**src/vstr_config.svh**
```systemverilog
`ifndef VSTR_CONFIG_SVH
`define VSTR_CONFIG_SVH

// bytes per data beat.
`define VSTR_DATA_BYTES 8

// input fifo slots, also the upstream credits after reset.
`define VSTR_FIFO_DEPTH 4

// credits granted by the memory side after reset.
`define VSTR_MEM_CREDITS 4

// byte address width.
`define VSTR_ADDR_W 32

// job length width, in bytes.
`define VSTR_LEN_W 16

`endif

```
**src/vstr_pkg.sv**
```systemverilog
`default_nettype none

`include "vstr_config.svh"

package vstr_pkg;

    // one beat of payload.
    typedef logic [8*`VSTR_DATA_BYTES-1:0] data_t;

    // byte enables, one bit per beat byte.
    typedef logic [`VSTR_DATA_BYTES-1:0] strb_t;

    // byte address on the memory side.
    typedef logic [`VSTR_ADDR_W-1:0] addr_t;

    // job length in bytes; beat counts share this width.
    typedef logic [`VSTR_LEN_W-1:0] len_t;

endpackage

`default_nettype wire

```
**src/vstr_ingress_fifo.sv**
```systemverilog
`default_nettype none

`include "vstr_config.svh"

module vstr_ingress_fifo (
    input  logic            clk_i,
    input  logic            rst_ni,
    input  logic            in_valid_i,
    input  vstr_pkg::data_t in_data_i,
    output logic            in_credit_o,
    output logic            out_valid_o,
    output vstr_pkg::data_t out_data_o,
    input  logic            out_ready_i
);

    import vstr_pkg::*;

    localparam int unsigned DEPTH = `VSTR_FIFO_DEPTH;
    localparam int unsigned PTR_W = (DEPTH > 1) ? $clog2(DEPTH) : 1;
    localparam int unsigned CNT_W = $clog2(DEPTH + 1);

    data_t            mem_q [DEPTH];
    logic [PTR_W-1:0] wr_ptr_q;
    logic [PTR_W-1:0] rd_ptr_q;
    logic [CNT_W-1:0] cnt_q;
    logic             push;
    logic             pop;
    logic             credit_q;

    // wraps at DEPTH, so the depth need not be a power of two.
    function automatic logic [PTR_W-1:0] ptr_next(input logic [PTR_W-1:0] ptr);
        if (ptr == PTR_W'(DEPTH - 1)) begin
            return '0;
        end else begin
            return ptr + 1'b1;
        end
    endfunction

    assign push        = in_valid_i;                    // upstream only sends on a credit.
    assign pop         = out_valid_o & out_ready_i;
    assign out_valid_o = (cnt_q != '0);
    assign out_data_o  = mem_q[rd_ptr_q];
    assign in_credit_o = credit_q;

    always_ff @(posedge clk_i or negedge rst_ni) begin
        if (!rst_ni) begin
            wr_ptr_q <= '0;
            rd_ptr_q <= '0;
            cnt_q    <= '0;
            credit_q <= 1'b0;
        end else begin
            if (push) begin
                wr_ptr_q <= ptr_next(wr_ptr_q);
            end
            if (pop) begin
                rd_ptr_q <= ptr_next(rd_ptr_q);
            end
            cnt_q    <= cnt_q + CNT_W'(push) - CNT_W'(pop);
            credit_q <= pop;                            // one credit back per pop.
        end
    end

    // storage, written beats show at the head next cycle.
    always_ff @(posedge clk_i) begin
        if (push) begin
            mem_q[wr_ptr_q] <= in_data_i;
        end
    end

    // a write into a full fifo means upstream sent without a credit.
    a_no_overflow: assert property (@(posedge clk_i) disable iff (!rst_ni)
        push |-> (cnt_q != CNT_W'(DEPTH)))
        else $error("ingress fifo written while full");

endmodule

`default_nettype wire

```
**src/vstr_strb_gen.sv**
```systemverilog
`default_nettype none

`include "vstr_config.svh"

module vstr_strb_gen (
    input  logic            clk_i,
    input  logic            rst_ni,
    input  logic            start_i,
    input  vstr_pkg::len_t  len_i,
    input  logic            in_valid_i,
    input  vstr_pkg::data_t in_data_i,
    output logic            in_ready_o,
    output logic            out_valid_o,
    output vstr_pkg::data_t out_data_o,
    output vstr_pkg::strb_t out_strb_o,
    output logic            out_last_o,
    input  logic            out_ready_i
);

    import vstr_pkg::*;

    localparam int unsigned NB    = `VSTR_DATA_BYTES;
    localparam int unsigned LFT_W = $clog2(NB);

    len_t             tot_beats_q;
    len_t             beat_cnt_q;
    logic [LFT_W-1:0] lftovr_q;
    logic [LFT_W-1:0] len_lftovr;
    len_t             len_beats;
    logic             is_last;
    logic             xfer;
    strb_t            final_strb;

    assign len_lftovr = len_i[LFT_W-1:0];                          // bytes past the last full beat.
    assign len_beats  = (len_i >> LFT_W) + len_t'(|len_lftovr);    // rounded up.

    assign xfer    = in_valid_i & out_ready_i;
    assign is_last = (beat_cnt_q == tot_beats_q - 1'b1);

    always_ff @(posedge clk_i or negedge rst_ni) begin
        if (!rst_ni) begin
            tot_beats_q <= '0;
            beat_cnt_q  <= '0;
            lftovr_q    <= '0;
        end else if (start_i) begin
            tot_beats_q <= len_beats;
            beat_cnt_q  <= '0;
            lftovr_q    <= len_lftovr;
        end else if (xfer) begin
            beat_cnt_q <= is_last ? '0 : beat_cnt_q + 1'b1;
        end
    end

    // only the low leftover bytes survive on the final beat.
    always_comb begin
        for (int i = 0; i < NB; i++) begin
            final_strb[i] = (LFT_W'(i) < lftovr_q);
        end
    end

    // handshake passes straight through.
    assign out_valid_o = in_valid_i;
    assign out_data_o  = in_data_i;
    assign in_ready_o  = out_ready_i;
    assign out_last_o  = is_last;
    assign out_strb_o  = (is_last && (lftovr_q != '0)) ? final_strb : '1;

    a_len_nonzero: assert property (@(posedge clk_i) disable iff (!rst_ni)
        start_i |-> (len_i != '0))
        else $error("job started with zero length");

endmodule

`default_nettype wire

```
**src/vstr_egress.sv**
```systemverilog
`default_nettype none

`include "vstr_config.svh"

module vstr_egress (
    input  logic            clk_i,
    input  logic            rst_ni,
    input  logic            start_i,
    input  vstr_pkg::addr_t base_addr_i,
    input  logic            in_valid_i,
    input  vstr_pkg::data_t in_data_i,
    input  vstr_pkg::strb_t in_strb_i,
    input  logic            in_last_i,
    output logic            in_ready_o,
    output logic            mem_valid_o,
    output vstr_pkg::addr_t mem_addr_o,
    output vstr_pkg::data_t mem_data_o,
    output vstr_pkg::strb_t mem_strb_o,
    output logic            mem_last_o,
    input  logic            mem_credit_i,
    output logic            busy_o,
    output logic            done_o
);

    import vstr_pkg::*;

    localparam int unsigned CREDITS = `VSTR_MEM_CREDITS;
    localparam int unsigned CRD_W   = $clog2(CREDITS + 1);

    logic [CRD_W-1:0] credit_q;
    logic             xfer;
    logic             last_issued;
    logic             valid_q;
    logic             last_q;
    logic             busy_q;
    logic             done_q;
    addr_t            addr_q;
    addr_t            mem_addr_q;
    data_t            mem_data_q;
    strb_t            mem_strb_q;

    assign in_ready_o  = (credit_q != '0);        // any credit left lets a beat in.
    assign xfer        = in_valid_i & in_ready_o;
    assign last_issued = valid_q & last_q;

    always_ff @(posedge clk_i or negedge rst_ni) begin
        if (!rst_ni) begin
            credit_q <= CRD_W'(CREDITS);
            valid_q  <= 1'b0;
            last_q   <= 1'b0;
            busy_q   <= 1'b0;
            done_q   <= 1'b0;
        end else begin
            credit_q <= credit_q - CRD_W'(xfer) + CRD_W'(mem_credit_i);
            valid_q  <= xfer;
            last_q   <= xfer & in_last_i;
            done_q   <= last_issued;              // a cycle after the last beat.
            if (start_i) begin
                busy_q <= 1'b1;
            end else if (last_issued) begin
                busy_q <= 1'b0;
            end
        end
    end

    // address walk and beat payload.
    always_ff @(posedge clk_i) begin
        if (start_i) begin
            addr_q <= base_addr_i;
        end else if (xfer) begin
            addr_q <= addr_q + addr_t'(`VSTR_DATA_BYTES);
        end
        if (xfer) begin
            mem_addr_q <= addr_q;
            mem_data_q <= in_data_i;
            mem_strb_q <= in_strb_i;
        end
    end

    assign mem_valid_o = valid_q;
    assign mem_addr_o  = mem_addr_q;
    assign mem_data_o  = mem_data_q;
    assign mem_strb_o  = mem_strb_q;
    assign mem_last_o  = last_q;
    assign busy_o      = busy_q;
    assign done_o      = done_q;

    // memory must never return more credits than it was granted.
    a_credit_bound: assert property (@(posedge clk_i) disable iff (!rst_ni)
        credit_q <= CRD_W'(CREDITS))
        else $error("memory credit count above grant");

endmodule

`default_nettype wire

```
**src/vstr_top.sv**
```systemverilog
`default_nettype none

module vstr_top (
    input  logic            clk_i,
    input  logic            rst_ni,
    input  logic            start_i,
    input  vstr_pkg::addr_t base_addr_i,
    input  vstr_pkg::len_t  len_i,
    output logic            busy_o,
    output logic            done_o,
    input  logic            in_valid_i,
    input  vstr_pkg::data_t in_data_i,
    output logic            in_credit_o,
    output logic            mem_valid_o,
    output vstr_pkg::addr_t mem_addr_o,
    output vstr_pkg::data_t mem_data_o,
    output vstr_pkg::strb_t mem_strb_o,
    output logic            mem_last_o,
    input  logic            mem_credit_i
);

    import vstr_pkg::*;

    logic  fifo_valid;
    data_t fifo_data;
    logic  fifo_ready;
    logic  sg_valid;
    data_t sg_data;
    strb_t sg_strb;
    logic  sg_last;
    logic  sg_ready;

    vstr_ingress_fifo i_ingress (
        .clk_i       (clk_i),
        .rst_ni      (rst_ni),
        .in_valid_i  (in_valid_i),
        .in_data_i   (in_data_i),
        .in_credit_o (in_credit_o),
        .out_valid_o (fifo_valid),
        .out_data_o  (fifo_data),
        .out_ready_i (fifo_ready)
    );

    vstr_strb_gen i_strb_gen (
        .clk_i       (clk_i),
        .rst_ni      (rst_ni),
        .start_i     (start_i),
        .len_i       (len_i),
        .in_valid_i  (fifo_valid),
        .in_data_i   (fifo_data),
        .in_ready_o  (fifo_ready),
        .out_valid_o (sg_valid),
        .out_data_o  (sg_data),
        .out_strb_o  (sg_strb),
        .out_last_o  (sg_last),
        .out_ready_i (sg_ready)
    );

    vstr_egress i_egress (
        .clk_i        (clk_i),
        .rst_ni       (rst_ni),
        .start_i      (start_i),
        .base_addr_i  (base_addr_i),
        .in_valid_i   (sg_valid),
        .in_data_i    (sg_data),
        .in_strb_i    (sg_strb),
        .in_last_i    (sg_last),
        .in_ready_o   (sg_ready),
        .mem_valid_o  (mem_valid_o),
        .mem_addr_o   (mem_addr_o),
        .mem_data_o   (mem_data_o),
        .mem_strb_o   (mem_strb_o),
        .mem_last_o   (mem_last_o),
        .mem_credit_i (mem_credit_i),
        .busy_o       (busy_o),
        .done_o       (done_o)
    );

endmodule

`default_nettype wire

```
**config.mk**
```make
export PLATFORM = sky130hd
export DESIGN_NAME = vstr_top
export DESIGN_NICKNAME = d
export VERILOG_FILES = /design/src/vstr_pkg.sv /design/src/vstr_ingress_fifo.sv /design/src/vstr_strb_gen.sv /design/src/vstr_egress.sv /design/src/vstr_top.sv
export VERILOG_INCLUDE_DIRS = /design/src
export SDC_FILE = /design/constraint.sdc
export NUM_CORES = 1
export LEC_CHECK = 0
export BUFFER_PORTS_ARGS = -buffer_cell sky130_fd_sc_hd__buf_2
export CORE_ASPECT_RATIO = 0.9
export CORE_UTILIZATION = 40
export DETAILED_ROUTE_END_ITERATION = 10
export PLACE_DENSITY = 0.56
export SLEW_MARGIN = 20
export SYNTH_ARGS = -nofsm -noshare
export SYNTH_HDL_FRONTEND = slang
export SYNTH_SLANG_ARGS = --single-unit
export TNS_END_PERCENT = 50
```
**constraint.sdc**
```tcl
create_clock -name clk_i -period 9.5 [get_ports clk_i]
set_input_delay 0.475 -clock clk_i [delete_from_list [all_inputs] [get_ports clk_i]]
set_output_delay 0.475 -clock clk_i [all_outputs]
set_load 0.05 [all_outputs]
```
==> impl_metrics.env, run 1 <==
export IMPL_outcome="complete, no violations"
export IMPL_drive_gt1_share_pct=30.8
export IMPL_slew_violations=0
export IMPL_initial_utilization_pct=40.9
export IMPL_dp_hpwl_um=21200
export IMPL_cts_tree="yes"
export IMPL_path_max_fanout=51
export IMPL_synthToLayoutAreaGrowth_pct=18.8
export IMPL_max_stage_delay_ps=760
export IMPL_cp_data_arrival_time_ps=3500
export IMPL_synth_ff_type="edfxtp_1"
export IMPL_rsz0062_at_grt="no"
export IMPL_vdd_drop_max_mv=0.219
export IMPL_period_needed_ps=3000
export IMPL_placementRows=71
export IMPL_drt_iter0_drc=560
export IMPL_final_common_cell="edfxtp_1"
export IMPL_syn_nets=1115
export IMPL_worstSetupPathType="flip-flop to flip-flop"
export IMPL_worst_slew_pin_slew_ps=1050
export IMPL_wl_um=35100
export IMPL_fillers=3558
export IMPL_crit_path_top_delay_cell="o31ai_2"
export IMPL_cp_end_kind="flip-flop"
export IMPL_drc_errors=0
export IMPL_powerDensity_nw_per_um2=335
export IMPL_postRouteAntennaNets=0
export IMPL_io_pins=226
export IMPL_maxCapViolations=0
export IMPL_fin_skew_ps=18.0
export IMPL_final_setup_tns_ps=0
export IMPL_startpoint_type="flip-flop"
export IMPL_final_cell_mix="392 x edfxtp_1, 224 x buf_2, 68 x nand2_1, 64 x mux4_2, 51 x nor2_1"
export IMPL_gp_congestion=0.777
export IMPL_grt_pass1_wl_um=54700
export IMPL_antenna_found_initial=9
export IMPL_async_reset_ff_share_pct=10.7
export IMPL_root_buffer="clkbuf_16"
export IMPL_required_ps=10000
export IMPL_die_w_um=221
export IMPL_fin_crit_sh_pct=31.6
export IMPL_cts_clk_slew_worst_paths_ps=60
export IMPL_setup_viol=0
export IMPL_clock_sinks=439
export IMPL_grt_max_degree=85
export IMPL_r2r_start="i_ingress.cnt_q[1]"
export IMPL_power_leakage_nw=7.31
export IMPL_grt_pass1_vias=9294
export IMPL_clk_path_buf_depth=3
export IMPL_hold_buffers=0
export IMPL_netlist_area_um2=17300
export IMPL_ys_types=64
export IMPL_p_total_mw=6.89
export IMPL_grt_overflow=0
export IMPL_crit_start="i_ingress.cnt_q[1]"
export IMPL_final_hold_violation_count=0
export IMPL_io_buffers=225
export IMPL_drtPass1Iterations=5
export IMPL_vias=9204
export IMPL_cts_setup_buffers=0
export IMPL_hold_class="input port to asynchronous set/reset pin"
export IMPL_max_freq_ghz=0.333
export IMPL_ys_ff_latch=439
export IMPL_cts_resized=0
export IMPL_seq_area_frac_synth_pct=74.9
export IMPL_die_height_um=199
export IMPL_viasPerCell=5.09
export IMPL_track_usage_pct=16.4
export IMPL_netlist_instances=982
export IMPL_ctsHtreeMaxLevel=2
export IMPL_yosys_warnings=0
export IMPL_crit_chain="o31ai_2 > inv_6 > ha_1 > inv_1 > ha_1 > inv_1 > fa_1 > xnor2_1 > xnor2_1"
export IMPL_wl_per_cell_um=19.4
export IMPL_cts_buffers=47
export IMPL_synth_edff_count=392
export IMPL_syn_avg_cell_area_um2=17.6
export IMPL_clk_latency_ps=570
export IMPL_maxSlewHeadroom_pct=29.9
export IMPL_num_nets_final=1352
export IMPL_coreArea_um2=42200
export IMPL_die_area_um2=44000
==> cell usage after synthesis, drive strengths merged, types with 12 or more instances <==
cell	n	area, µm²
o21ai	35	175
buf	17	93.8
xnor2	38	333
mux4	64	1440
a21oi	14	70.1
ha	14	175
edfxtp	392	11800
nor2	51	191
nand4	12	81.3
nand3	29	150
nand2	68	255
xor2	22	193
inv	25	93.8
dfrtp	46	1150
nor3	14	81.3
clkbuf	29	109
==> cell type report <==
cell class / count / area, µm² / area share, %
Timing Repair Buffer: 234 / 1200 / 5.83
Clock buffer: 63 / 1300 / 6.33
Antenna cell: 3 / 7.51 / 0.0366
Multi-Input combinational cell: 472 / 4050 / 19.7
Clock inverter: 25 / 238 / 1.16
Inverter: 25 / 98.8 / 0.482
Sequential cell: 439 / 13000 / 63.1
Tap cell: 547 / 684 / 3.33
==> power by group <==
part / leakage [nW] / switching, mW / internal (mW) / total [mW]
Sequential: 4.32 / 0.288 / 2.78 / 3.07
Combinational: 2.24 / 1.42 / 0.581 / 2.00
Clock: 0.754 / 0.740 / 1.07 / 1.81
Total: 7.31 / 2.45 / 4.44 / 6.89
==> sequential cells by signal, indices dropped and copies added (netlist names), 2 cells and up <==
name                    count
i_egress.addr_q            32
i_egress.credit_q           3
i_egress.mem_addr_o        32
i_egress.mem_data_o        64
i_egress.mem_strb_o         8
i_ingress.cnt_q             3
i_ingress.mem_q           256
i_ingress.rd_ptr_q          2
i_ingress.wr_ptr_q          2
i_strb_gen.beat_cnt_q      16
i_strb_gen.lftovr_q         3
i_strb_gen.tot_beats_q     14
==> path summary, 6_finish.rpt <==
| path | slack, ps | cells after the start | endpoint |
|---|---|---|---|
| worst max-delay path | 6500 | 9 | i_egress.credit_q[2] |
| worst max register to register | 6500 | 9 | i_egress.credit_q[2] |
| worst min register to register | 430 | 0 | i_egress.mem_addr_o[2] |
| worst min-delay path | 3 | 2 | i_strb_gen.tot_beats_q[6] |
| min in group clk_i | 120 | 1 | i_ingress.mem_q[2][4] |
| max in group asynchronous | 8990 | 2 | i_ingress.rd_ptr_q[1] |
==> cell families (layout without fill, tap and decap cells) <==
group | Yosys count | after routing | share of synthesized area [%]
flip-flops | 439 | 439 | 74.9
AND/OR/NAND/NOR | 240 | 240 | 7.07
AO/OA/AOI/OAI | 87 | 87 | 3.37
buffers and inverters | 71 | 347 | 1.72
multiplexers | 68 | 68 | 8.60
XOR/XNOR | 60 | 60 | 3.04
adder cells (fa/ha/maj) | 16 | 16 | 1.25
other | 1 | 4 | 0.0217
==> per-stage QoR <==
step / setup slack (ps) / hold WS (ps) / area, µm² / cells / util, %
6_report: 6500 / 3.49 / 20500 / 1808 / 48.6
5_1_grt: 6200 / 37.8 / 20500 / 1806 / 48.6
4_1_cts: 6380 / 0.542 / 20500 / 1805 / 48.6
3_5_place_dp: 6400 / 418 / 19000 / 1717 / 45.0
3_3_place_gp: 6460 / 404 / 19000 / 1717 / 45.0
2_1_floorplan: 3870 / 179 / 17300 / 982 / -
==> routing by layer <==
layer  part of all wire (%)  track usage (%)  up-vias  wire [µm]
met1                     45             21.5     4576      15800
li1                       -                -     4308          -
met5                   0.19                0        -         67
met3                    6.6             4.78       62       2320
met2                     46             26.2      248      16200
met4                    2.2             5.59       10        762
==> worst max-delay path: cells and delay by family, from the launching register on <==
family,cells,cell delay (ps)
buffers and inverters,3,520
AOI/OAI and AO/OA,1,760
DFF,1,420
xor gates and xnor gates,2,320
adders and majority gates,3,910
Note: power is estimated with default switching activity, not from simulation.
==> run 2: changes to the inputs <==
- ABC_AREA: unset -> 1
- PLACE_DENSITY: 0.56 -> 0.58
- clock period: 9.5 -> 2.6 ns (I/O delays scaled with it)
==> run 2 against run 1 <==
Effect of this change:
- critical endpoint is now i_strb_gen.tot_beats_q[10]
- routed wire length rose by 20%
- worst setup slack worse by 6400 ps
- global-route usage up 2.4 points
- clock skew rose by 18 ps
- sequential power rose to 3.6 times the previous value
- first-iteration DRC count is 44% higher
- via count is 30% higher
- cell count rose by 34%
- utilization up 3.1 points
- highest routed layer unchanged
- largest cell class unchanged
==> impl_metrics.env, run 2 <==
export IMPL_synth_compound_gate_area_share_pct=7.62
export IMPL_hold_class="input port to flip-flop"
export IMPL_power_frac_comb_pct=33.7
export IMPL_ys_types=43
export IMPL_coreArea_um2=43400
export IMPL_use_met2_pct=30.6
export IMPL_die_w_um=225
export IMPL_viasPerCell=4.94
export IMPL_io_buffers=225
export IMPL_synth_top_family_by_area="simple AND/OR/NAND/NOR gates"
export IMPL_grt_pass1_vias=12024
export IMPL_clk_path_buf_depth=3
export IMPL_netlist_area_um2=17800
export IMPL_clk_latency_ps=590
export IMPL_syn_nets=1571
export IMPL_die_height_um=202
export IMPL_fin_skew_ps=35.9
export IMPL_io_pins=226
export IMPL_grt_overflow=0
export IMPL_synth_common_cells="392 x edfxtp_1, 215 x nand2_1, 197 x nor2_1, 171 x o21ai_0, 98 x inv_1"
export IMPL_maxSlewHeadroom_pct=35.4
export IMPL_fin_crit_sh_pct=94.8
export IMPL_die_area_um2=45400
export IMPL_final_common_cell="edfxtp_1"
export IMPL_synth_top_area_share_pct=66.0
export IMPL_powerDensity_nw_per_um2=1160
export IMPL_synthSimpleGateAreaFrac_pct=13.0
export IMPL_synthToLayoutAreaGrowth_pct=26.1
export IMPL_num_nets_final=1930
export IMPL_ys_ff_latch=439
export IMPL_gr_usage_met1_pct=25.3
export IMPL_path_max_fanout=4
export IMPL_yosys_area_top_type="edfxtp_1"
export IMPL_cts_buffers=46
export IMPL_final_hold_violation_count=0
export IMPL_ctsHtreeMaxLevel=2
export IMPL_worst_slew_pin_slew_ps=969
export IMPL_fin_ws_ps=135
export IMPL_required_ps=3020
export IMPL_maxCapViolations=0
export IMPL_synth_top_cells_by_area="edfxtp_1 66%, dfrtp_1 6.5%, o21ai_0 4.8%"
export IMPL_p_total_mw=26.1
export IMPL_placementRows=72
export IMPL_intPower_mw=15.8
export IMPL_postRouteAntennaNets=0
export IMPL_grt_max_degree=131
export IMPL_synthMuxAreaShare_pct=0
export IMPL_netlist_instances=1438
export IMPL_whs_ps=104
export IMPL_largest_register="i_ingress.mem_q"
export IMPL_power_leakage_nw=8.66
export IMPL_wl_um=42200
export IMPL_setup_viol=0
export IMPL_grt_busiest_layer="met2"
export IMPL_vias=12011
export IMPL_cts_clk_slew_worst_paths_ps=60
export IMPL_final_setup_tns_ps=0
export IMPL_yosysMostFrequentCell="edfxtp_1"
export IMPL_initial_utilization_pct=41.0
export IMPL_slew_violations=0
export IMPL_yosys_warnings=0
export IMPL_power_share_sequential_pct=42.1
export IMPL_p_sw_mw=10.3
export IMPL_cp_data_arrival_time_ps=2880
export IMPL_clock_sinks=439
export IMPL_rsz0062_at_grt="no"
export IMPL_grt_pass1_wl_um=66200
export IMPL_drc_errors=0
export IMPL_largest_reg_flops=256
export IMPL_synth_xor_area_share_pct=2.06
export IMPL_r2r_start="i_egress.addr_q[3]"
export IMPL_root_buffer="clkbuf_16"
export IMPL_p_clk_share_pct=24.2
export IMPL_outcome="complete, no violations"
export IMPL_vdd_drop_max_mv=0.737
export IMPL_hold_start="start_i"
export IMPL_startpoint_type="input port"
export IMPL_max_freq_ghz=0.406
export IMPL_worstSetupPathType="input port to flip-flop"
export IMPL_cts_tree="yes"
export IMPL_p_sw_share_pct=39.4
export IMPL_synth_edff_count=392
export IMPL_wl_per_cell_um=17.4
export IMPL_dp_hpwl_um=25800
export IMPL_met3_usage_pct=4.03
export IMPL_crit_start="len_i[1]"
export IMPL_async_reset_ff_share_pct=10.7
export IMPL_drive_gt1_share_pct=20.2
export IMPL_synth_fa_ha_area_share_pct=1.21
export IMPL_drtPass1Iterations=5
export IMPL_drt_iter0_drc=809
export IMPL_syn_avg_cell_area_um2=12.4
export IMPL_synth_ff_type="edfxtp_1"
export IMPL_antenna_found_initial=5
export IMPL_cp_end_kind="flip-flop"
export IMPL_gp_congestion=0.850
export IMPL_pre_cts_ws_ps=254
export IMPL_final_cell_mix="392 x edfxtp_1, 225 x buf_2, 214 x nand2_1, 197 x nor2_1, 171 x o21ai_0"
export IMPL_seq_area_frac_synth_pct=72.7
export IMPL_period_needed_ps=2460
export IMPL_track_usage_pct=18.8
run 2: changes by cell type in the layout (fill, tap and decap cells not counted), sizes merged, moves of 10 or more:
cell         delta
nand2b         -10
inv            +69
nand2         +153
xnor2          -22
mux4           -64
nand3          +30
nor2          +161
a21oi          -11
buf            +18
dlygate4sd3   +121
o22ai          +64
o21ai         +136
run 2: layout make-up:
cell class | count | area [µm²]
antenna | 4 | 10.0
tap | 592 | 741
inverter | 99 | 383
sequential | 439 | 13000
clock inverter | 30 | 224
timing repair buffer | 373 | 2680
clock buffer | 56 | 1220
fill | 3816 | 20900
multi-input combinational | 838 | 4270
run 2: worst max-delay path, stage by stage:
cell	delay [ps]
dlygate4sd3_1	540
buf_2	130
or3_4	390
ha_2	200
ha_1	220
nand4_1	100
nor2_1	60
nand2_1	70
nor2_1	90
a31o_2	200
dlygate4sd3_1	570
nand3_1	80
o21ai_0	90
run 2: power groups by stage:
stage / combinational, mW / clock [mW] / sequential, mW
floorplan: 3.28 / 0 / 13.8
global placement: 8.67 / 0 / 11.1
detailed placement: 8.77 / 0 / 11.1
CTS: 8.93 / 6.45 / 11.0
global route: 9.54 / 6.74 / 11.2
finish: 8.77 / 6.31 / 11.0
run 2: repair_timing:
action,CTS,global route
hold buffers,121,0
buffers inserted,0,0
setup endpoints to repair,0,4
gates resized for setup,0,3
hold endpoints to repair,331,0
run 2: metal layers:
layer | part of all wire [%] | vias to the layer above | wire, µm
li1 | - | 5801 | -
met2 | 46 | 333 | 19500
met3 | 6.3 | 65 | 2680
met5 | 0.031 | - | 13
met4 | 2.2 | 2 | 923
met1 | 45 | 5810 | 19100
run 2: final timing paths:
path | slack [ps] | cells after the start | endpoint
setup reg to reg | 250 | 11 | i_egress.addr_q[29]
hold / removal | 100 | 3 | i_strb_gen.tot_beats_q[6]
min in group asynchronous | 110 | 2 | i_ingress.wr_ptr_q[0]
hold reg to reg | 420 | 0 | i_egress.mem_addr_o[1]
max in group asynchronous | 1850 | 3 | i_egress.credit_q[2]
setup / recovery | 140 | 13 | i_strb_gen.tot_beats_q[10]
run 2: cell families after synthesis:
family	count (synthesis)
compound gates	250
simple gates	530
buf+inv	161
fa+ha+maj	16
xor+xnor	41
other cells	1
flops	439
run 2: stage by stage:
stage	area (µm²)	std cells	util, %
floorplan	17800	1438	-
global placement	19800	2220	45.6
detailed placement	19800	2220	45.6
CTS	22500	2427	51.7
global route	22500	2429	51.8
finish	22500	2431	51.8
==> run 3: changes to the inputs <==
- MAX_ROUTING_LAYER: unset -> met4
==> run 3 against run 2 <==
Effect of this change:
- total power is essentially flat
- cell area is essentially flat
- global-route usage grew 0.58 points
- die area is the same
- sequential power is essentially flat
- sequential cell count is the same
- worst hold slack lost 1.4 ps
- register-to-register slack lost 20 ps
- cell count is essentially flat
- maximum frequency grew 0.51%
- critical path type unchanged
==> impl_metrics.env, run 3 (synthesized netlist as in run 2, its figures left out) <==
export IMPL_placementRows=72
export IMPL_num_nets_final=1930
export IMPL_viasPerCell=4.93
export IMPL_hold_class="input port to flip-flop"
export IMPL_powerDensity_nw_per_um2=1160
export IMPL_outcome="complete, no violations"
export IMPL_clk_latency_ps=590
export IMPL_grt_overflow=0
export IMPL_postRouteAntennaNets=0
export IMPL_clock_sinks=439
export IMPL_io_pins=226
export IMPL_grt_pass1_wl_um=66200
export IMPL_path_max_fanout=4
export IMPL_fin_skew_ps=31.6
export IMPL_wl_per_cell_um=17.4
export IMPL_track_usage_pct=19.4
export IMPL_die_height_um=202
export IMPL_whs_path_depth=3
export IMPL_p_total_mw=26.1
export IMPL_drc_errors=0
export IMPL_maxCapViolations=0
export IMPL_maxSlewHeadroom_pct=35.1
export IMPL_initial_utilization_pct=41.0
export IMPL_drt_iter0_drc=766
export IMPL_cts_setup_buffers=0
export IMPL_vdd_drop_max_mv=0.741
export IMPL_cts_buffers=46
export IMPL_fillers=3815
export IMPL_setup_viol=0
export IMPL_io_buffers=225
export IMPL_coreArea_um2=43400
export IMPL_die_area_um2=45400
export IMPL_final_common_cell="edfxtp_1"
export IMPL_largest_reg_flops=256
export IMPL_cp_data_arrival_time_ps=2870
export IMPL_drtPass1Iterations=5
export IMPL_cts_tree="yes"
export IMPL_slew_violations=0
export IMPL_ff2ff_path_depth=11
export IMPL_power_leakage_nw=8.66
export IMPL_startpoint_type="input port"
export IMPL_largest_register="i_ingress.mem_q"
export IMPL_worstSetupPathType="input port to flip-flop"
export IMPL_fin_crit_sh_pct=94.3
export IMPL_drive_gt1_share_pct=20.2
export IMPL_worst_slew_pin_slew_ps=972
export IMPL_wl_um=42300
export IMPL_antenna_found_initial=5
export IMPL_cp_end_kind="flip-flop"
export IMPL_clk_path_buf_depth=3
export IMPL_final_hold_violation_count=0
export IMPL_grt_pass1_vias=12036
export IMPL_period_needed_ps=2450
export IMPL_gp_congestion=0.864
export IMPL_max_freq_ghz=0.408
export IMPL_die_w_um=225
export IMPL_root_buffer="clkbuf_16"
export IMPL_cts_clk_slew_worst_paths_ps=60
export IMPL_required_ps=3020
export IMPL_vias=11981
export IMPL_dp_hpwl_um=25800
export IMPL_whs_ps=103
export IMPL_grt_max_degree=131
export IMPL_ctsHtreeMaxLevel=2
export IMPL_final_cell_mix="392 x edfxtp_1, 225 x buf_2, 214 x nand2_1, 197 x nor2_1, 171 x o21ai_0"
export IMPL_rsz0062_at_grt="no"
export IMPL_synthToLayoutAreaGrowth_pct=26.1
run 3: cell types whose count changed in the layout (fill, tap and decap cells not counted), sizes merged:
cell   change
diode      +1
run 3: layout make-up:
| cell class | count | area [µm²] | share of cell area, % |
|---|---|---|---|
| flip-flops and latches | 439 | 13000 | 57.6 |
| multi-input cells | 838 | 4270 | 19.0 |
| repair buffers | 373 | 2680 | 11.9 |
| clock buffers | 56 | 1220 | 5.43 |
| well taps | 592 | 741 | 3.30 |
| inverters | 99 | 383 | 1.70 |
| clock inverters | 30 | 224 | 0.996 |
| diodes | 5 | 12.5 | 0.0557 |
run 3: routing by layer:
| metal | up-vias | track usage, % | part of all wire, % |
|---|---|---|---|
| met4 | 0 | 5.81 | 2.1 |
| met3 | 62 | 4.04 | 6.1 |
| met2 | 318 | 30.5 | 46 |
| li1 | 5807 | - | - |
| met1 | 5794 | 25.3 | 45 |
| met5 | - | - | 0 |
run 3: path summary, 6_finish.rpt:
check,start,endpoint,slack [ps]
worst max-delay path,len_i[1],i_strb_gen.tot_beats_q[10],150
worst min-delay path,start_i,i_strb_gen.tot_beats_q[6],100
worst max register to register,i_egress.addr_q[3],i_egress.addr_q[29],230
worst min register to register,i_egress.addr_q[2],i_egress.mem_addr_o[2],420
max in group asynchronous,rst_ni,i_egress.credit_q[2],1840
min in group asynchronous,rst_ni,i_ingress.wr_ptr_q[0],110
run 3: repair_timing:
item                       4_1_cts  5_1_grt
hold endpoints to repair       331        0
gates resized for setup          0        3
setup endpoints to repair        0        4
hold buffers                   121        0
run 3: worst max-delay path, cell delays in order:
cell and delay (ps):
dlygate4sd3_1 540, buf_2 130, or3_4 390, ha_2 200, ha_1 220, nand4_1 100
nor2_1 60, nand2_1 70, nor2_1 80, a31o_2 200, dlygate4sd3_1 560, nand3_1 80
o21ai_0 90
run 3: per-stage QoR:
| step | cell area [µm²] | instances | util [%] | setup WS, ps | TNS, ps |
|---|---|---|---|---|---|
| after floorplan | 17800 | 1438 | - | -907 | -41700 |
| final | 22500 | 2432 | 51.8 | 148 | 0 |
| after global routing | 22500 | 2432 | 51.8 | 9.33 | 0 |
| after detailed placement | 19800 | 2220 | 45.6 | 254 | 0 |
| after global placement | 19800 | 2220 | 45.6 | 261 | 0 |
| after CTS | 22500 | 2427 | 51.7 | 121 | 0 |
run 3: report_power, final:
group | switching [mW] | total [mW] | internal [mW]
combinational | 6.66 | 8.77 | 2.11
sequential | 0.789 | 11.0 | 10.2
clock | 2.82 | 6.31 | 3.48
